## config.mk

```make
export PLATFORM = sky130hd
export DESIGN_NAME = core_control
export DESIGN_NICKNAME = d
export VERILOG_FILES = /design/src/rtl/core_pkg.sv /design/src/rtl/core_control.sv
export SDC_FILE = /design/constraint.sdc
export NUM_CORES = 1
export LEC_CHECK = 0
export ABC_AREA = 1
export ABC_CLOCK_PERIOD_IN_PS = 1200
export BUFFER_PORTS_ARGS = -buffer_cell sky130_fd_sc_hd__buf_2
export CORE_AREA = 2 2 100 102
export CTS_CLUSTER_SIZE = 28
export DETAILED_ROUTE_END_ITERATION = 10
export DIE_AREA = 0 0 102 104
export HOLD_SLACK_MARGIN = 0.1
export PLACE_DENSITY = 0.47
export SKIP_CTS_REPAIR_TIMING = 1
export SLEW_MARGIN = 20
export SYNTH_ARGS = -nofsm -noshare
export SYNTH_HDL_FRONTEND = slang
export SYNTH_SLANG_ARGS = --single-unit
```

## constraint.sdc

```tcl
create_clock -name clock -period 1.2 [get_ports clock]
set_input_delay 0.06 -clock clock [delete_from_list [all_inputs] [get_ports clock]]
set_output_delay 0.06 -clock clock [all_outputs]
set_load 0.05 [all_outputs]
```

## src/rtl/core_pkg.sv

```systemverilog
package core_pkg;

    // ####################
    // Sizes and encodings.
    // ####################
    localparam int data_width = 64;
    localparam int inst_width = 32;
    localparam int imem_depth = 64;
    localparam int imem_index_width = 6;
    localparam int reg_index_width = 5;
    localparam int apb_addr_width = 12;
    localparam int apb_data_width = 32;

    localparam logic [5:0] op_special = 6'h00;
    localparam logic [5:0] op_addiu = 6'h09;
    localparam logic [5:0] op_lui = 6'h0F;
    localparam logic [5:0] op_beq = 6'h04;
    localparam logic [5:0] op_bne = 6'h05;
    localparam logic [5:0] op_halt = 6'h3F;

    localparam logic [5:0] funct_addu = 6'h21;
    localparam logic [5:0] funct_subu = 6'h23;
    localparam logic [5:0] funct_and = 6'h24;
    localparam logic [5:0] funct_or = 6'h25;
    localparam logic [5:0] funct_slt = 6'h2A;

    localparam logic [apb_addr_width-1:0] addr_ctrl = 12'h000;
    localparam logic [apb_addr_width-1:0] addr_imem_base = 12'h100;
    localparam logic [apb_addr_width-1:0] addr_reg_base = 12'h200;

    // ####################
    // Bundles.
    // ####################
    typedef enum logic [2:0] {add, sub, and_op, or_op, slt} alu_op_t;

    typedef logic [data_width-1:0] reg_data_t;

    typedef struct packed {
        logic valid;
        reg_data_t pc;                         // Address of the instruction itself.
        logic [inst_width-1:0] inst;
    } if_regs_t;

    typedef struct packed {
        logic valid;
        alu_op_t alu_op;
        logic write_enable;
        logic [reg_index_width-1:0] w_regnum;
        logic [reg_index_width-1:0] rs;
        logic [reg_index_width-1:0] rt;
        reg_data_t a_data;
        reg_data_t b_data;
        logic imm_or_b;                        // Set when the immediate replaces b.
        reg_data_t imm;
        reg_data_t pc_branch;
        logic beq;
        logic bne;
        logic halt;
        logic reserved;
    } id_regs_t;

    typedef struct packed {
        logic write_enable;
        logic [reg_index_width-1:0] w_regnum;
        reg_data_t w_data;
    } wb_regs_t;

    typedef struct packed {
        logic taken;
        reg_data_t target;
    } redirect_t;

    typedef struct packed {
        logic enable;
        logic [imem_index_width-1:0] index;
        logic [inst_width-1:0] data;
    } imem_write_t;

    typedef struct packed {
        logic run;
        logic flush;
    } pipe_ctl_t;

    typedef struct packed {
        logic psel;
        logic penable;
        logic pwrite;
        logic [apb_addr_width-1:0] paddr;
        logic [apb_data_width-1:0] pwdata;
    } apb_req_t;

    typedef struct packed {
        logic pready;
        logic [apb_data_width-1:0] prdata;
        logic pslverr;
    } apb_rsp_t;

endpackage

```

## src/rtl/core_control.sv

```systemverilog
module core_control (
    input logic clock,
    input logic reset,
    input core_pkg::apb_req_t apb_req,
    output core_pkg::apb_rsp_t apb_rsp,
    input core_pkg::redirect_t redirect,
    input logic halt_seen,
    input logic reserved_seen_pulse,
    output logic [core_pkg::reg_index_width-1:0] host_reg_index,
    input core_pkg::reg_data_t host_reg_data,
    output core_pkg::imem_write_t imem_write,
    output core_pkg::pipe_ctl_t pipe_ctl
);
    import core_pkg::*;

    logic access;
    logic hit_ctrl;
    logic hit_imem;
    logic hit_reg;
    logic start;
    logic running;
    logic halted;
    logic reserved_seen;
    logic start_flush;
    logic [apb_addr_width-1:0] imem_offset;
    logic [apb_addr_width-1:0] reg_offset;
    logic [apb_data_width-1:0] status;
    logic [apb_data_width-1:0] reg_word;

    // ####################
    // Address decode.
    // ####################
    assign access = apb_req.psel & apb_req.penable;
    assign imem_offset = apb_req.paddr - addr_imem_base;
    assign reg_offset = apb_req.paddr - addr_reg_base;

    // Addresses below a window wrap to large offsets and miss it.
    assign hit_ctrl = (apb_req.paddr == addr_ctrl);
    assign hit_imem = int'(imem_offset) < imem_depth * 4 && apb_req.paddr[1:0] == 2'b00;
    assign hit_reg = int'(reg_offset) < (2**reg_index_width) * 8 && apb_req.paddr[1:0] == 2'b00;

    assign host_reg_index = reg_offset[reg_index_width+2:3];
    assign reg_word = reg_offset[2] ? host_reg_data[63:32] : host_reg_data[31:0];
    assign status = {{(apb_data_width-3){1'b0}}, reserved_seen, halted, running};

    always_comb begin
        apb_rsp.pready = 1'b1;
        apb_rsp.prdata = '0;
        apb_rsp.pslverr = 1'b0;
        if (access) begin
            if (hit_ctrl) begin
                if (!apb_req.pwrite) begin
                    apb_rsp.prdata = status;
                end
            end else if (hit_imem && apb_req.pwrite && !running) begin
                apb_rsp.prdata = '0;                // Load goes through imem_write.
            end else if (hit_reg && !apb_req.pwrite && !running) begin
                apb_rsp.prdata = reg_word;
            end else begin
                apb_rsp.pslverr = 1'b1;
            end
        end
    end

    assign start = access & apb_req.pwrite & hit_ctrl & apb_req.pwdata[0];

    assign imem_write.enable = access & apb_req.pwrite & hit_imem & ~running;
    assign imem_write.index = imem_offset[imem_index_width+1:2];
    assign imem_write.data = apb_req.pwdata;

    // ####################
    // Run state.
    // ####################
    always_ff @(posedge clock or posedge reset) begin
        if (reset) begin
            running <= 1'b0;
            halted <= 1'b0;
            reserved_seen <= 1'b0;
            start_flush <= 1'b0;
        end else begin
            start_flush <= start;
            if (start) begin
                running <= 1'b1;
                halted <= 1'b0;
                reserved_seen <= 1'b0;
            end else begin
                if (halt_seen) begin
                    running <= 1'b0;
                    halted <= 1'b1;
                end
                if (reserved_seen_pulse) begin
                    reserved_seen <= 1'b1;
                end
            end
        end
    end

    assign pipe_ctl.run = running;
    assign pipe_ctl.flush = start_flush | redirect.taken;   // Start clears pc to zero.

endmodule

```

==> results of run 1 <==
flip-flops by register name, indices dropped and copies added, names as in the netlist:
signal	count
running	1
reserved_seen	1
halted	1
start_flush	1
placed cells by master, fill, tap and decap left out:
cell / count
conb_1: 1
clkbuf_16: 1
buf_2: 98
nand2_2: 4
nand3_1: 6
ha_1: 1
dfrtp_1: 4
mux2_2: 3
clkbuf_8: 3
mux2i_1: 29
clkbuf_4: 2
buf_8: 7
inv_4: 2
buf_12: 2
nand2_4: 1
a21oi_4: 3
ha_4: 1
buf_4: 24
nor2_1: 10
or2_2: 1
nor2_4: 23
dlygate4sd3_1: 3
nor2_2: 10
nand3_2: 1
inv_1: 9
o21ai_0: 3
buf_6: 23
nand2_1: 21
nand4_4: 1
buf_16: 1
inv_2: 1
cells by family (layout without fill, tap and decap cells):
family / after synthesis / in the layout
DFF: 4 / 4
buffers and inverters: 64 / 176
AOI/OAI and AO/OA: 6 / 6
other: 1 / 1
adders and majority gates: 2 / 2
muxes: 32 / 32
and+or+nand+nor: 78 / 78
power by group through the flow:
stage	sequential, mW	combinational, mW	clock [mW]
2_1_floorplan	0.137	0.601	0
3_3_place_gp	0.137	0.517	0
3_5_place_dp	0.137	0.524	0
4_1_cts	0.136	0.527	0.279
5_1_grt	0.136	0.579	0.295
6_report	0.136	0.539	0.272
worst register-to-register path, stage by stage, from the launching register on:
cell     delay [ps]
dfrtp_1         390
buf_4           150
inv_2            50
buf_4            90
o21ai_0          70
cell type report:
cell class	count	area [µm²]	area share
clock buffer	3	41.29	0.01651
inverter	12	50.05	0.02001
multi-input combinational	119	970.9	0.3882
sequential	4	100.1	0.04002
tap	133	166.4	0.06653
timing repair buffer	161	1172	0.4687
how the worst max path moves through the flow:
stage | start | end | depth (start not counted)
after floorplan | running | apb_rsp[22] | 7
final | running | apb_rsp[24] | 9
after detailed placement | apb_req[41] | apb_rsp[22] | 12
after CTS | running | apb_rsp[22] | 8
after global routing | running | apb_rsp[8] | 7
after global placement | apb_req[41] | apb_rsp[22] | 11
routing by layer:
layer / track usage / vias to the layer above / routed length [µm] / share of wire
li1: - / 770 / - / -
met4: 0.01143 / 0 / 0 / 0
met5: 0 / - / 0 / 0
met2: 0.1353 / 94 / 2493 / 0.54
met1: 0.06957 / 710 / 1631 / 0.35
met3: 0.01747 / 0 / 505 / 0.11
==> summary.txt, run 1 <==
Outcome
  • Status: finished with violations
  • Failing checks: setup timing

Clocking
  • CTS buffer count: 3
  • TritonCTS clock tree: yes
  • Clock Path Buffers: 2
  • Sink Count: 4
  • Clk_lat worst skew: 210 ps
  • # H-tree levels: 1
  • Clock root cell: clkbuf_8
  • Clk slew on worst S/H paths: 30 ps

Floorplan
  • Initial Util: 0.1321
  • Core Region: 9549 µm²
  • IO Pins: 260
  • Die ar.: 10610 µm²
  • Cell Rows: 36
  • Width of the die: 102 µm
  • Die Y: 104 µm

Logic synthesis
  • Count leader, synth: buf_4
  • Asr flop ratio synth: 1.000
  • Main combinational cell family by area after synthesis: buffers and inverters
  • Ys Warns: 0
  • Fraction of the mapped netlist area in simple logic gates: 0.2659
  • Post-Synth XOR/XNOR Area: 0
  • Mapped Avg Cell Area: 6.744 µm²
  • Post-synthesis compound-gate area fraction: 0.02381
  • Area leader, netlist: buf_4
  • Distinct cell type count after synthesis: 18
  • Post-synth EDFFs: 0
  • Synth Area in Adders: 0.01984
  • Top cells by area, synth: buf_4, mux2i_1, nor2_1
  • Sequential-to-total area share from yosys stat: 0.07937
  • Mapped Cells: 187
  • Yosys reg bits: 4
  • Syn_nets: 369
  • Main synth FF type: dfrtp_1
  • Post-synthesis mux area share: 0.2569
  • Synth cell count leaders: buf_4, nor2_1, mux2i_1
  • Post-synth top area share: 0.2679
  • Mapped cell area: 1261 µm²

Routing
  • Post-route ant nets: 0
  • Initial DRC count: 14
  • Via count: 1574
  • Post-Route WL: 4629 µm
  • Via density per instance: 3.644
  • DRC errors left: 0
  • Routed len/inst: 10.72 µm
  • Pre-Repair DR Iteration Count: 4

STA
  • Final Max Slew Viols: 0
  • Setup tns final: -14570 ps
  • # setup viols final: 34
  • Tmin final: 1662 ps
  • Clock skew: 0 ps
  • Fmax: 601.5 MHz
  • Hold slack: 120.0 ps
  • Final worst setup slack: -462.5 ps
  • RSZ-0062 raised after global routing: true
  • Final Hold Vio Count: 0
  • Tcrit/Tclk final: 1.385

Finish
  • Nets: 483
  • Area added between synthesis and finish: 98.31%
  • Non-filler cells, final: 432
  • Filler instances: 1055
  • Post-route cell area: 2501 µm²
  • Ant diodes: 0
  • Final Util: 0.2619
  • Share of cells above drive strength 1: 0.7090

Critical path
  • Critical-path cell list: buf_4, inv_2, nand3_2, nor2_2, nand2_2, nand4_4, buf_8, nor2_4, clkbuf_4
  • Reg-to-reg slack, setup: 330 ps
  • R2R depth: 4
  • RR Endpoint: running
  • CP Buf/Inv Count: 4
  • Setup crit end kind: output port
  • Crit-path slowest cell: dfrtp_1
  • CP required: 1140 ps
  • CP startpoint kind: flop
  • Worst r2r src: running
  • Worst path top cell family by delay: buffers and inverters
  • Crit path largest cell delay: 390 ps
  • CP max FO: 7
  • Critical path class: reg -> out
  • Worst Path Arrival: 1600 ps

Global route
  • Global-route usage over all layers: 0.06791
  • Total gr overflow: 0
  • Largest net degree at the start of global routing: 30
  • Initial antenna violation count: 0
  • First-pass GRT wire length: 6072 µm
  • Vias in the first global route: 1458

Pwr
  • Combinational power share: 0.569
  • P per Cell Area: 378.4 nW/µm²
  • Pleak: 1.262 nW
  • Flop pwr share: 0.144
  • Clock Power Share: 0.287
  • Tot Pwr: 0.9465 mW
  • Max IR drop VDD: 0.0004634 V
  • Sw frac: 0.3769
  • Internal: 0.5898 mW
  • Psw: 0.3567 mW

Place
  • # placed instances: 421
  • Final GP Congestion: 0.7163
  • Area after DPL: 2121 µm²
  • Port bufs: 132
  • HPWL Detailed: 3753 µm
  • Place WS: -399.4 ps

Worst hold path
  • Worst min path class: in -> out
  • Beginning of the worst hold path: apb_req[28]
  • Hold endpoint: imem_write[28]
  • Hold depth: 0

Job
  • Maximum Capacitance Violations: 0
Power figures use the tool's default switching activity.
==> run 2: changes to the inputs <==
--- a/config.mk
+++ b/config.mk
@@ -5,15 +5,14 @@
 export SDC_FILE = /design/constraint.sdc
 export NUM_CORES = 1
 export LEC_CHECK = 0
-export ABC_AREA = 1
 export ABC_CLOCK_PERIOD_IN_PS = 1200
 export BUFFER_PORTS_ARGS = -buffer_cell sky130_fd_sc_hd__buf_2
-export CORE_AREA = 2 2 100 102
+export CORE_AREA = 2 2 101 103
 export CTS_CLUSTER_SIZE = 28
 export DETAILED_ROUTE_END_ITERATION = 10
-export DIE_AREA = 0 0 102 104
+export DIE_AREA = 0 0 103 105
 export HOLD_SLACK_MARGIN = 0.1
-export PLACE_DENSITY = 0.47
+export PLACE_DENSITY = 0.45
 export SKIP_CTS_REPAIR_TIMING = 1
 export SLEW_MARGIN = 20
 export SYNTH_ARGS = -nofsm -noshare
==> run 2 against run 1 <==
Largest power group unchanged; the flow still finishes with violations (setup timing); power shrank 0.63%; worst hold slack lost 17 ps; sequential share of layout area is 0.15 points higher; utilization fell by 1.2 points; clock power increased by 6%; register-to-register slack improved by 70 ps; synthesized area is 7.3% lower; critical path type unchanged; flip-flop and latch count did not move; design area shrank 3.5%.
==> summary.txt, run 2 <==
Critical path
  • CP Buf/Inv Count: 2
  • Critical-path cell list: nor4b_2, nand4_1, or2_4, buf_12, nor2_4, buf_8
  • Worst r2r src: running
  • R2R depth: 2
  • Crit-path slowest cell: dfrtp_1
  • CP startpoint kind: flop
  • Crit path largest cell delay: 370 ps
  • Reg-to-reg slack, setup: 400 ps
  • CP max FO: 18
  • CP required: 1140 ps
  • Setup crit end kind: output port
  • Worst Path Arrival: 1730 ps
  • CP startpoint: running
  • Worst path top cell family by delay: simple AND/OR/NAND/NOR gates
  • RR Endpoint: running
  • Critical path class: reg -> out

Logic synthesis
  • Mapped cell area: 1169 µm²
  • Mapped Cells: 156
  • Main synth FF type: dfrtp_1
  • Sequential-to-total area share from yosys stat: 0.08565
  • Yosys reg bits: 4
  • Syn_nets: 338
  • Post-synth EDFFs: 0
  • Post-synth top area share: 0.2891
  • Mapped Avg Cell Area: 7.491 µm²
  • Asr flop ratio synth: 1.000
  • Ys Warns: 0
  • Top cells by area, synth: buf_4, mux2i_1, nor2_1
  • Synth cell count leaders: buf_4, nor2_1, mux2i_1
  • Count leader, synth: buf_4
  • Area leader, netlist: buf_4
  • Distinct cell type count after synthesis: 27

Clocking
  • Clk slew on worst S/H paths: 30 ps
  • Clk_lat worst skew: 220 ps
  • Clock Path Buffers: 2
  • TritonCTS clock tree: yes
  • CTS buffer count: 3
  • Clock root cell: clkbuf_8
  • # H-tree levels: 1
  • Sink Count: 4

Routing
  • Post-route ant nets: 0
  • Routed len/inst: 11.29 µm
  • Initial DRC count: 16
  • Pre-Repair DR Iteration Count: 3
  • Via density per instance: 3.608
  • Via count: 1407
  • DRC errors left: 0
  • Post-Route WL: 4405 µm

Place
  • Area after DPL: 2024 µm²
  • HPWL Detailed: 3549 µm
  • Final GP Congestion: 0.7352
  • Port bufs: 132

Pwr
  • Max IR drop VDD: 0.0004379 V
  • Pleak: 1.173 nW
  • Tot Pwr: 0.9405 mW
  • P per Cell Area: 389.7 nW/µm²

Worst hold path
  • Hold endpoint: halted
  • Worst min path class: in -> reg
  • Hold depth: 3
  • Beginning of the worst hold path: halt_seen

Global route
  • Total gr overflow: 0
  • First-pass GRT wire length: 5858 µm
  • Largest net degree at the start of global routing: 34
  • Initial antenna violation count: 0
  • Vias in the first global route: 1306
  • Global-route usage over all layers: 0.06695

Outcome
  • Failing checks: setup timing
  • Status: finished with violations

Finish
  • Most frequent cells in the layout: buf_2, mux2i_1, nor2_4
  • Share of cells above drive strength 1: 0.7665
  • Final Util: 0.2504
  • Most common cell after layout, fill and taps aside: buf_2
  • Area added between synthesis and finish: 106.5%
  • Post-route cell area: 2414 µm²
  • Ant diodes: 0
  • Nets: 441

STA
  • # setup viols final: 37
  • RSZ-0062 raised after global routing: true
  • Final Max Slew Viols: 0
  • Tmin final: 1787 ps
  • Final worst setup slack: -587.4 ps
  • Final Hold Vio Count: 0
  • Slew HR: 0.6170
  • Tcrit/Tclk final: 1.490
  • Fmax: 559.5 MHz
  • Clock skew: 0 ps
  • Slew @ Worst Pin: 574.4 ps

Floorplan
  • Cell Rows: 36
  • Width of the die: 103 µm
  • IO Pins: 260
  • Die ar.: 10820 µm²
  • Die Y: 105 µm
  • Initial Util: 0.1212
  • Core Region: 9639 µm²

Job
  • Maximum Capacitance Violations: 0
run 2: layout make-up:
class,instances,area (µm²)
flip-flops and latches,4,100.1
inverters,4,15.01
repair buffers,150,1114
multi-input cells,96,977.2
well taps,133,166.4
fillers,1044,7226
clock buffers,3,41.29
run 2: worst max-delay path by stage:
| stage | endpoint | slack, ps | cells past startpoint |
|---|---|---|---|
| 5_1_grt | apb_rsp[31] | -720 | 6 |
| 4_1_cts | apb_rsp[3] | -710 | 6 |
| 3_5_place_dp | apb_rsp[3] | -550 | 9 |
| 2_1_floorplan | apb_rsp[1] | -480 | 3 |
| 6_report | apb_rsp[25] | -590 | 6 |
| 3_3_place_gp | apb_rsp[3] | -550 | 6 |
run 2: cell families after synthesis:
group	count (synthesis)	share of synthesized area
buffers and inverters	56	0.3319
AND/OR/NAND/NOR	53	0.2313
multiplexers	32	0.2741
AO/OA/AOI/OAI	6	0.03746
flip-flops	4	0.08566
adder cells (fa/ha/maj)	2	0.02141
XOR/XNOR	2	0.01499
other	1	0.003209
run 2: power breakdown:
group	internal, mW	leakage [nW]	switching (mW)
combinational	0.224	1.11	0.293
clock	0.214	0.0216	0.0736
sequential	0.136	0.0455	0.00000334
run 2: through the flow:
stage / hold WS, ps / setup TNS [ps] / std cells / setup WS (ps)
detailed placement: -45.54 / -18180 / 384 / -545.4
finish: 103.5 / -18510 / 390 / -587.4
floorplan: -173.9 / -13780 / 156 / -477.8
global placement: -53.16 / -17350 / 384 / -546.2
global route: 120.1 / -23030 / 390 / -724.2
CTS: -282.7 / -22530 / 387 / -711.3
run 2: worst min-delay path, stage by stage:
cell    delay, ps
buf_2          90
nor2_1         40
nor2_1         80
run 2: per-layer routing:
layer / vias up / routed length, µm / global-route usage
li1: 676 / - / -
met1: 630 / 1562 / 0.06924
met2: 88 / 2385 / 0.1331
met3: 13 / 405 / 0.009365
met4: 0 / 53 / 0.02068
met5: - / 0 / 0
